### config.mk
export PLATFORM = sky130hd
export DESIGN_NAME = agu_top
export DESIGN_NICKNAME = d
export VERILOG_FILES = /design/src/rtl/lsu_geometry_pkg.sv /design/src/rtl/lsu_op_pkg.sv /design/src/rtl/agu_context_regs.sv /design/src/rtl/agu_lane.sv /design/src/rtl/bank_conflict_arbiter.sv /design/src/rtl/agu_top.sv
export SDC_FILE = /design/constraint.sdc
export NUM_CORES = 1
export LEC_CHECK = 0
export ABC_AREA = 1
export BUFFER_PORTS_ARGS = -buffer_cell sky130_fd_sc_hd__buf_2
export CAP_MARGIN = 30
export CORE_ASPECT_RATIO = 1.1
export CORE_MARGIN = 5
export CORE_UTILIZATION = 49
export CTS_CLUSTER_SIZE = 8
export DETAILED_ROUTE_END_ITERATION = 8
export GPL_TIMING_DRIVEN = 0
export PLACE_DENSITY_LB_ADDON = 0.15
export SLEW_MARGIN = 25
export SYNTH_ARGS = -nofsm -noshare
export SYNTH_HDL_FRONTEND = slang
export SYNTH_HIERARCHICAL = 1
export SYNTH_SLANG_ARGS = --single-unit
### constraint.sdc
create_clock -name clk -period 13.9 [get_ports clk]
set_input_delay 0 -clock clk [delete_from_list [all_inputs] [get_ports clk]]
set_output_delay 0 -clock clk [all_outputs]
set_load 0.005 [all_outputs]
### src/rtl/lsu_geometry_pkg.sv
/*
  Address, bank and translation geometry of the load/store AGU.
  The line is 128 bytes wide, held in 32 banks of 4 bytes each.
*/
`default_nettype none

package lsu_geometry_pkg;

  // virtual address width, top bit marks the kernel half
  localparam int ADDR_W = 44;

  // bank geometry of one 128-byte line
  localparam int BANK_COUNT = 32;
  localparam int BANK_IDX_W = 5;

  // per-thread page base
  localparam int PAGE_BASE_W = 24;

  // translation tag is page base low bits above the virtual page number
  localparam int PAGE_TAG_W = 21;
  localparam int VPN_LSB    = 13;
  localparam int TLB_TAG_W  = PAGE_TAG_W + ADDR_W - VPN_LSB;

  typedef logic [ADDR_W-1:0]      addr_t;
  typedef logic [BANK_IDX_W-1:0]  bank_idx_t;
  typedef logic [BANK_COUNT-1:0]  bank_mask_t;
  typedef logic [PAGE_BASE_W-1:0] page_base_t;
  typedef logic [TLB_TAG_W-1:0]   tlb_tag_t;

  // two hardware threads
  typedef logic thread_t;

endpackage

`default_nettype wire

### src/rtl/lsu_op_pkg.sv
/*
  Operation, thread context and lane result records of the AGU.
  Size codes 5 to 7 are not defined and decode as 8 bytes.
*/
`default_nettype none

package lsu_op_pkg;
  import lsu_geometry_pkg::*;

  typedef logic [2:0] size_code_t;
  typedef logic [8:0] lsq_tag_t;

  // access size codes
  localparam size_code_t SIZE_1B  = 3'd0;
  localparam size_code_t SIZE_2B  = 3'd1;
  localparam size_code_t SIZE_4B  = 3'd2;
  localparam size_code_t SIZE_8B  = 3'd3;
  localparam size_code_t SIZE_16B = 3'd4;

  // control-register field select
  localparam logic CSR_SEL_PAGE = 1'b0;
  localparam logic CSR_SEL_USER = 1'b1;

  typedef struct packed {
    logic       valid;
    logic       store;
    size_code_t size;
    addr_t      addr;
    thread_t    thread;
    lsq_tag_t   tag;
  } mem_op_t;

  typedef struct packed {
    page_base_t page_base;
    logic       user;
  } thread_ctx_t;

  typedef struct packed {
    logic       valid;
    logic       store;
    lsq_tag_t   tag;
    bank_mask_t bank_mask;
    bank_idx_t  first_bank;
    logic       split;
    logic       fault;
    logic       conflict;
    tlb_tag_t   tlb_tag;
  } lane_result_t;

endpackage

`default_nettype wire

### src/rtl/agu_context_regs.sv
/*
  Page base and user bit for two threads, cleared by reset.
  Writes are not blocked by stall and are seen by ops on the next edge.
*/
`timescale 1ns/1ps
`default_nettype none

module agu_context_regs
  import lsu_geometry_pkg::*, lsu_op_pkg::*;
(
  input  logic              clk,
  input  logic              rst,
  input  logic              csr_en,
  input  thread_t           csr_thread,
  input  logic              csr_sel,
  input  page_base_t        csr_data,
  output thread_ctx_t [1:0] ctx
);

  thread_ctx_t [1:0] ctx_q;

  // one field of one thread per strobe
  always_ff @(posedge clk) begin
    if (rst) begin
      ctx_q <= '0;
    end else if (csr_en) begin
      case (csr_sel)
        CSR_SEL_PAGE: begin
          ctx_q[csr_thread].page_base <= csr_data;
        end
        CSR_SEL_USER: begin
          ctx_q[csr_thread].user <= csr_data[0];
        end
        default: begin
          ctx_q <= ctx_q;
        end
      endcase
    end
  end

  // shared by every lane
  assign ctx = ctx_q;

  // an unknown select would corrupt either field of the thread
  a_csr_sel_known: assert property (
    @(posedge clk) disable iff (rst)
    csr_en |-> !$isunknown(csr_sel)
  );

endmodule

`default_nettype wire

### src/rtl/agu_lane.sv
/*
  One issue lane, result registered one cycle after the op is sampled.
  Conflict is left clear here and filled in by the arbiter.
*/
`timescale 1ns/1ps
`default_nettype none

module agu_lane
  import lsu_geometry_pkg::*, lsu_op_pkg::*;
(
  input  logic              clk,
  input  logic              rst,
  input  logic              stall,
  input  mem_op_t           op,
  input  thread_ctx_t [1:0] ctx,
  output lane_result_t      result
);

  thread_ctx_t             op_ctx;
  bank_idx_t               first_bank;
  logic [4:0]              byte_count;
  logic [4:0]              span_sum;
  logic [2:0]              span;
  logic [BANK_IDX_W:0]     last_bank;
  bank_mask_t              span_mask;
  logic [2*BANK_COUNT-1:0] rot;
  lane_result_t            result_d;

  assign op_ctx     = ctx[op.thread];
  assign first_bank = op.addr[BANK_IDX_W+1:2];

  // size code to byte count
  always_comb begin
    case (op.size)
      SIZE_1B:  byte_count = 5'd1;
      SIZE_2B:  byte_count = 5'd2;
      SIZE_4B:  byte_count = 5'd4;
      SIZE_8B:  byte_count = 5'd8;
      SIZE_16B: byte_count = 5'd16;
      default:  byte_count = 5'd8;
    endcase
  end

  // banks touched, rounded up from the offset inside the first bank
  assign span_sum = {3'b000, op.addr[1:0]} + byte_count + 5'd3;
  assign span     = span_sum[4:2];

  // run of ones rotated up to the first bank, wrapping past bank 31
  assign span_mask = ~({BANK_COUNT{1'b1}} << span);
  assign rot       = {{BANK_COUNT{1'b0}}, span_mask} << first_bank;

  // carry out of the bank index means the access runs into the next line
  assign last_bank = {1'b0, first_bank} + {3'b000, span} - 6'd1;

  always_comb begin
    result_d            = '0;
    result_d.valid      = op.valid;
    result_d.store      = op.store;
    result_d.tag        = op.tag;
    result_d.bank_mask  = rot[BANK_COUNT-1:0] | rot[2*BANK_COUNT-1:BANK_COUNT];
    result_d.first_bank = first_bank;
    result_d.split      = last_bank[BANK_IDX_W];
    // user mode may not touch the upper half
    result_d.fault      = op_ctx.user && op.addr[ADDR_W-1];
    result_d.conflict   = 1'b0;
    result_d.tlb_tag    = {op_ctx.page_base[PAGE_TAG_W-1:0], op.addr[ADDR_W-1:VPN_LSB]};
  end

  always_ff @(posedge clk) begin
    if (rst) begin
      result.valid <= 1'b0;
    end else if (!stall) begin
      result <= result_d;
    end
  end

  // a valid result always covers at least one bank
  a_valid_has_banks: assert property (
    @(posedge clk) disable iff (rst)
    result.valid |-> (result.bank_mask != '0)
  );

endmodule

`default_nettype wire

### src/rtl/bank_conflict_arbiter.sv
/*
  Fixed priority by lane number, lane 0 always wins.
  A lane conflicts when its banks overlap any valid lower lane.
*/
`timescale 1ns/1ps
`default_nettype none

module bank_conflict_arbiter
  import lsu_geometry_pkg::*, lsu_op_pkg::*;
#(
  parameter int NUM_LANES = 3
) (
  input  logic                          clk,
  input  logic                          rst,
  input  logic                          stall,
  input  lane_result_t [NUM_LANES-1:0] lane_results,
  output lane_result_t [NUM_LANES-1:0] results
);

  lane_result_t [NUM_LANES-1:0] flagged;

  always_comb begin
    bank_mask_t lower_union;
    lower_union = '0;
    for (int k = 0; k < NUM_LANES; k++) begin
      flagged[k] = lane_results[k];
      flagged[k].conflict = (k > 0) && lane_results[k].valid &&
                            ((lane_results[k].bank_mask & lower_union) != '0);
      // invalid lanes claim no banks
      if (lane_results[k].valid) begin
        lower_union = lower_union | lane_results[k].bank_mask;
      end
    end
  end

  always_ff @(posedge clk) begin
    if (rst) begin
      for (int k = 0; k < NUM_LANES; k++) begin
        results[k].valid <= 1'b0;
      end
    end else if (!stall) begin
      results <= flagged;
    end
  end

  a_lane0_no_conflict: assert property (
    @(posedge clk) disable iff (rst)
    results[0].valid |-> !results[0].conflict
  );

endmodule

`default_nettype wire

### src/rtl/agu_top.sv
/*
  Results appear two rising edges after ops are sampled.
  Stall freezes both stages, NUM_LANES may be 1 to 4.
*/
`timescale 1ns/1ps
`default_nettype none

module agu_top
  import lsu_geometry_pkg::*, lsu_op_pkg::*;
#(
  parameter int NUM_LANES = 3
) (
  input  logic                          clk,
  input  logic                          rst,
  input  logic                          stall,
  input  logic                          csr_en,
  input  thread_t                       csr_thread,
  input  logic                          csr_sel,
  input  page_base_t                    csr_data,
  input  mem_op_t      [NUM_LANES-1:0] ops,
  output lane_result_t [NUM_LANES-1:0] results
);

  thread_ctx_t  [1:0]           ctx;
  lane_result_t [NUM_LANES-1:0] lane_results;

  agu_context_regs ctx_regs_inst (
    .clk        (clk),
    .rst        (rst),
    .csr_en     (csr_en),
    .csr_thread (csr_thread),
    .csr_sel    (csr_sel),
    .csr_data   (csr_data),
    .ctx        (ctx)
  );

  for (genvar g = 0; g < NUM_LANES; g++) begin : g_lane
    agu_lane lane_inst (
      .clk    (clk),
      .rst    (rst),
      .stall  (stall),
      .op     (ops[g]),
      .ctx    (ctx),
      .result (lane_results[g])
    );
  end

  bank_conflict_arbiter #(
    .NUM_LANES (NUM_LANES)
  ) arbiter_inst (
    .clk          (clk),
    .rst          (rst),
    .stall        (stall),
    .lane_results (lane_results),
    .results      (results)
  );

endmodule

`default_nettype wire

==> flow_summary.rst, run 1 <==
.. list-table::
   :header-rows: 1

   * - Metric
     - Value
   * - Status
     - complete, no violations
   * - WHS Path Cells
     - 2
   * - Width of the die
     - 226 µm
   * - Most common cell after layout, fill and taps aside
     - sky130_fd_sc_hd__edfxtp_1
   * - Count of warnings emitted by yosys
     - 6
   * - Synthesized cell area
     - 0.0251 mm²
   * - Clk buf depth
     - 3
   * - Post-cts repair resize count
     - 0
   * - Area Overhead vs Synth
     - 33.8%
   * - Class of the most critical hold timing path
     - primary input to flop
   * - DP HPWL
     - 49.9 mm
   * - Delay-heaviest family, CP
     - buffers and inverters
   * - Worst Reg-to-Reg Cells
     - 4
   * - Number of H-tree levels
     - 3
   * - Post-route antenna net violation count
     - 0
   * - Highest Clock Rate
     - 0.468 GHz
   * - Average routed wire per standard cell
     - 20.3 µm
   * - Overall global routing resource usage
     - 24.5%
   * - Pre-antenna DRT Iters
     - 9
   * - Critical path type
     - primary input to flop
   * - Site Rows
     - 87
   * - Max_cap viols
     - 0
   * - Slew of the pin with the lowest slew margin
     - 0.675 ns
   * - Final worst path period need
     - 2.14 ns
   * - Fin nets
     - 2969
   * - Total negative setup slack
     - 0 ns
   * - Required time of the worst setup path
     - 14.23 ns
   * - Worst EP arrival
     - 2.46 ns
   * - Hold Violations, Final
     - 0
   * - Number of vias per cell after detailed routing
     - 5.05
   * - Launch instance of the worst min-delay path
     - ops[118]
   * - Type of origin of the critical path
     - primary input
   * - Final worst path period share
     - 15.4%
   * - Starting utilization of the core area
     - 49.2%
   * - Worst slew margin relative to its limit
     - 54.9%
   * - Setup bufs post-CTS
     - 0
   * - Via count of the first global-routing pass
     - 17400
   * - CTS tree
     - built
   * - Maximum fanout count along the critical path
     - 27
   * - Initial drt markers
     - 1475
   * - Worst-path clk slew
     - 0.05 ns
   * - Dominant cell type by count on the critical path
     - sky130_fd_sc_hd__buf_16
   * - Clock insertion delay at the later pin of the skew report
     - 0.63 ns
   * - Cells traversed along the worst timing path
     - dlygate4sd3_1 > buf_2 > nor2_4 > buf_8 > buf_12 > buf_12 > buf_16 > buf_16 > buf_16
   * - Crit path buffers/inverters
     - 8
   * - Critical path endpoint category
     - flop
   * - Reg-to-reg setup timing slack
     - 12.17 ns
   * - Number of primary I/O pins
     - 516
   * - Final count of negative-setup-slack endpoints
     - 0
   * - DRC errors left
     - 0
   * - Maximum number of pins on one net before global-route repair
     - 28
   * - Area of the core region
     - 0.0509 mm²
   * - Total power
     - 4.72 mW
   * - Net count of the mapped netlist
     - 2163
   * - Reported leakage power
     - 13.8 nW
   * - Remaining global-route overflow
     - 0
   * - Worst vdd rail ir drop
     - 113 µV
   * - CTS Hold Bufs
     - 192
   * - Count of vias placed by the detailed router
     - 17400
   * - Post-synthesis cell count
     - 1935
   * - RR Endpoint
     - g_lane[0].lane_inst/result[102]$_SDFFE_PP0N_
   * - Number of sinks driven by the clock tree
     - 658
   * - Buffer cell driving the clock tree root
     - sky130_fd_sc_hd__clkbuf_16
   * - R2r startpoint
     - g_lane[0].lane_inst/result[102]$_SDFFE_PP0N_
   * - Slowest cell delay on critical path
     - 0.56 ns
   * - Critical Path Slowest Stage Cell
     - sky130_fd_sc_hd__dlygate4sd3_1
   * - Post-synthesis area per instance
     - 13.0 µm²
   * - Height of the chip
     - 247 µm
   * - Worst Hold Path EP
     - g_lane[2].lane_inst/result[92]$_DFFE_PP_
   * - Layout cells sized above 1
     - 27.0%
   * - Hold slack
     - 0.0832 ns
   * - Power density over the cells
     - 141 mW/mm²
   * - Number of CTS-inserted buffers
     - 92
   * - Number of buffers added on ports
     - 492
   * - Die footprint
     - 0.0558 mm²
   * - Count of pins over their slew limit
     - 0
   * - Unrepaired setup endpoints after global routing
     - no
   * - Global-route wire length before repair
     - 104 mm
   * - Final Routed Wirelength
     - 69.8 mm
   * - RD Place Congestion
     - 0.892
   * - Commonest cells after routing, fill and taps aside
     - 608 x sky130_fd_sc_hd__edfxtp_1, 578 x sky130_fd_sc_hd__nand2_1, 514 x sky130_fd_sc_hd__buf_2
   * - Worst clock skew on the final layout
     - 0.0153 ns
   * - Number of antenna violations at the first check in global routing
     - 3
==> registers in the layout, summed over array words and instances, names as in the netlist <==
signal,cells
arbiter_inst/results,308
g_lane.lane_inst/result,306
ctx_regs_inst/ctx,44
==> report_power, final <==
part           total [mW]  switching (mW)  internal [mW]
combinational       0.391           0.231          0.160
clock                2.00           0.793           1.21
sequential           2.33          0.0496           2.28
==> worst max path at each step <==
stage                   from                                            to  slack (ns)  depth (start not counted)
floorplan                rst             arbiter_inst/results[0]$_DFFE_PP_        0.28                          1
global placement       stall           arbiter_inst/results[286]$_DFFE_PP_       -5.38                          2
detailed placement  ops[115]  g_lane[1].lane_inst/result[73]$_SDFFCE_PP0P_       11.28                         14
CTS                    stall           arbiter_inst/results[227]$_DFFE_PP_       11.77                          9
global route           stall           arbiter_inst/results[227]$_DFFE_PP_       11.67                          9
finish                 stall           arbiter_inst/results[299]$_DFFE_PP_       11.76                          9
==> final cells by class <==
type / instances / area, µm²
flip-flops and latches: 658 / 19300
fillers: 3759 / 17400
repair buffers: 712 / 5070
multi-input cells: 1083 / 4940
clock buffers: 119 / 2420
well taps: 667 / 835
inverters: 119 / 457
plain buffers: 75 / 455
clock inverters: 7 / 113
diodes: 5 / 12.5
==> worst reg2reg max path: stages (launching register included) <==
cell and delay, ns:
sky130_fd_sc_hd__dfxtp_1 0.33, sky130_fd_sc_hd__mux2i_1 0.13, sky130_fd_sc_hd__dlygate4sd3_1 0.56, sky130_fd_sc_hd__nor2_1 0.04, sky130_fd_sc_hd__dlygate4sd3_1 0.56
==> per-layer routing <==
| metal | vias to the layer above | wire [µm] | GRT usage [%] |
|---|---|---|---|
| met5 | - | 0 | 0 |
| met4 | 0 | 2000 | 8.56 |
| met3 | 132 | 5760 | 6.39 |
| met2 | 722 | 34800 | 40.7 |
| met1 | 8316 | 27200 | 31.6 |
| li1 | 8235 | - | - |
==> stage by stage <==
stage          instances  utilization, %  instance area [µm²]  setup slack (ns)
2_1_floorplan       1935               -                25100             0.279
3_3_place_gp        3094            55.7                28400             -5.38
3_5_place_dp        3122            57.1                29100             11.28
4_1_cts             3440            65.9                33600             11.77
5_1_grt             3442            65.9                33600             11.67
6_report            3445            65.9                33600             11.76
Note: power is estimated with default switching activity, not from simulation.
==> inputs of run 2 (changes only) <==
--- a/config.mk
+++ b/config.mk
@@ -10,7 +10,7 @@
 export CAP_MARGIN = 30
 export CORE_ASPECT_RATIO = 1.1
 export CORE_MARGIN = 5
-export CORE_UTILIZATION = 49
+export CORE_UTILIZATION = 55
 export CTS_CLUSTER_SIZE = 8
 export DETAILED_ROUTE_END_ITERATION = 8
 export GPL_TIMING_DRIVEN = 0
==> constraint.sdc (replaced) <==
create_clock -name clk -period 2 [get_ports clk]
set_input_delay 0 -clock clk [delete_from_list [all_inputs] [get_ports clk]]
set_output_delay 0 -clock clk [all_outputs]
set_load 0.005 [all_outputs]
==> run 2 against run 1 <==
Clock skew up 0.0050 ns. Non-clock buffer count up 4. Design area up 0.11%. Final cell count down 2.2%. Clock power rose to 6.9 times the previous value. Power rose to 7.0 times the previous value. Sequential share of layout area down 0.064 points. Global-route usage up 3.8 points. Clock-buffer cell count up 1. Critical endpoint is now g_lane[1].lane_inst/result[95]$_DFFE_PP_.
==> flow_summary.rst, run 2 (synthesis results as in run 1) <==
.. list-table::
   :header-rows: 1

   * - Metric
     - Value
   * - Width of the die
     - 214 µm
   * - Number of CTS-inserted buffers
     - 92
   * - R2r startpoint
     - g_lane[1].lane_inst/result[102]$_SDFFE_PP0N_
   * - Clock insertion delay at the later pin of the skew report
     - 0.62 ns
   * - Slew of the pin with the lowest slew margin
     - 0.889 ns
   * - Worst EP arrival
     - 2.21 ns
   * - Layout Cells excl Fill
     - 3368
   * - Number of H-tree levels
     - 3
   * - Maximum fanout count along the critical path
     - 24
   * - Post-route antenna net violation count
     - 0
   * - DRC errors left
     - 0
   * - Reported leakage power
     - 13.8 nW
   * - Worst slew margin relative to its limit
     - 40.5%
   * - Class of the most critical hold timing path
     - primary input to flop
   * - Final worst path period need
     - 1.90 ns
   * - Count of pins over their slew limit
     - 0
   * - Worst-path clk slew
     - 0.05 ns
   * - Critical path endpoint category
     - flop
   * - Type of origin of the critical path
     - primary input
   * - WHS Path Cells
     - 3
   * - Critical path type
     - primary input to flop
   * - Number of buffers added on ports
     - 492
   * - Power density over the cells
     - 980 mW/mm²
   * - Site Rows
     - 82
   * - Number of vias per cell after detailed routing
     - 5.34
   * - Reg-to-reg setup timing slack
     - 0.13 ns
   * - Die footprint
     - 0.0500 mm²
   * - Worst Reg-to-Reg Cells
     - 4
   * - Critical path startpoint
     - stall
   * - Overall global routing resource usage
     - 28.3%
   * - Buffer cell driving the clock tree root
     - sky130_fd_sc_hd__clkbuf_16
   * - Final Routed Wirelength
     - 72.4 mm
   * - Total negative setup slack
     - 0 ns
   * - Hold Violations, Final
     - 0
   * - Maximum number of pins on one net before global-route repair
     - 30
   * - Total instance count after detailed placement
     - 3042
   * - Final count of negative-setup-slack endpoints
     - 0
   * - Worst vdd rail ir drop
     - 651 µV
   * - Most common cell after layout, fill and taps aside
     - sky130_fd_sc_hd__edfxtp_1
   * - Remaining global-route overflow
     - 0
   * - Via count of the first global-routing pass
     - 18000
   * - Global-route wire length before repair
     - 107 mm
   * - Cell area after layout
     - 0.0336 mm²
   * - Worst clock skew on the final layout
     - 0.0204 ns
   * - Placed inst area
     - 0.0291 mm²
   * - Final worst path period share
     - 95.2%
   * - Pre-antenna DRT Iters
     - 8
   * - Max_cap viols
     - 0
   * - Height of the chip
     - 234 µm
   * - CTS tree
     - built
   * - Max reg flops
     - 308
   * - Unrepaired setup endpoints after global routing
     - no
   * - Number of antenna violations at the first check in global routing
     - 3
   * - Number of primary I/O pins
     - 516
   * - Count of vias placed by the detailed router
     - 18000
   * - Layout cells sized above 1
     - 27.8%
   * - Fin nets
     - 2973
   * - Launch instance of the worst min-delay path
     - stall
   * - Worst Hold Path EP
     - g_lane[2].lane_inst/result[48]$_DFFE_PP_
   * - Hold slack
     - 0.0717 ns
   * - Area Overhead vs Synth
     - 34.0%
   * - Starting utilization of the core area
     - 55.3%
   * - Commonest cells after routing, fill and taps aside
     - 608 x sky130_fd_sc_hd__edfxtp_1, 575 x sky130_fd_sc_hd__nand2_1, 514 x sky130_fd_sc_hd__buf_2
   * - Status
     - complete, no violations
   * - Clk buf depth
     - 3
   * - Highest Clock Rate
     - 0.525 GHz
   * - DP HPWL
     - 49.2 mm
   * - Initial drt markers
     - 1597
   * - Total power
     - 32.9 mW
   * - Biggest register
     - arbiter_inst/results
   * - Average routed wire per standard cell
     - 21.5 µm
   * - Post-cts repair resize count
     - 0
   * - RD Place Congestion
     - 0.893
   * - RR Endpoint
     - g_lane[1].lane_inst/result[102]$_SDFFE_PP0N_
   * - Required time of the worst setup path
     - 2.31 ns
   * - Area of the core region
     - 0.0453 mm²
   * - Number of sinks driven by the clock tree
     - 658
run 2: timing repair:
item	in CTS	in global routing
hold buffers	198	0
setup buffers	0	0
setup endpoints to repair	0	1
endpoints found under the hold margin	224	0
run 2: worst max-delay path, stage by stage:
cell,delay (ns)
sky130_fd_sc_hd__buf_2,0.18
sky130_fd_sc_hd__dlygate4sd3_1,0.63
sky130_fd_sc_hd__nor2_4,0.37
sky130_fd_sc_hd__buf_16,0.22
sky130_fd_sc_hd__buf_16,0.19
sky130_fd_sc_hd__buf_12,0.20
sky130_fd_sc_hd__buf_12,0.20
sky130_fd_sc_hd__buf_16,0.18
run 2: area by class of cell:
| cell class | instances | area (µm²) |
|---|---|---|
| repair buffers | 717 | 5080 |
| diodes | 3 | 7.51 |
| clock buffers | 120 | 2430 |
| fillers | 2895 | 11700 |
| plain buffers | 74 | 452 |
| clock inverters | 6 | 95.1 |
| multi-input cells | 1083 | 5100 |
| well taps | 588 | 736 |
| inverters | 119 | 457 |
| flip-flops and latches | 658 | 19300 |
run 2: stage by stage:
step / utilization (%) / setup WS [ns]
2_1_floorplan: - / -2.92
3_3_place_gp: 62.8 / -5.01
4_1_cts: 74.1 / 0.144
5_1_grt: 74.1 / 0.0169
6_report: 74.1 / 0.0969
3_5_place_dp: 64.2 / -0.455
run 2: worst max-delay path by stage:
stage,end,slack [ns],cells past startpoint
after floorplan,arbiter_inst/results[0]$_DFFE_PP_,-2.92,1
after global placement,arbiter_inst/results[11]$_DFFE_PP_,-5.01,2
after detailed placement,g_lane[1].lane_inst/result[73]$_SDFFCE_PP0P_,-0.45,14
after CTS,g_lane[1].lane_inst/result[23]$_DFFE_PP_,0.14,8
after global routing,g_lane[1].lane_inst/result[73]$_SDFFCE_PP0P_,0.02,14
final,g_lane[1].lane_inst/result[95]$_DFFE_PP_,0.1,8
run 2: where the power goes:
group | total, mW | internal [mW] | leakage [nW] | switching [mW]
combinational | 2.79 | 1.13 | 6.58 | 1.66
sequential | 16.2 | 15.9 | 5.97 | 0.352
clock | 13.9 | 8.47 | 1.22 | 5.45
total | 32.9 | 25.5 | 13.8 | 7.46
run 2: metal layers:
layer	global-route usage, %	up-vias	wire (µm)
met1	36.1	8652	27100
met5	0	-	0
met3	6.58	139	6620
li1	-	8225	-
met2	48.0	964	36400
met4	10.2	0	2300
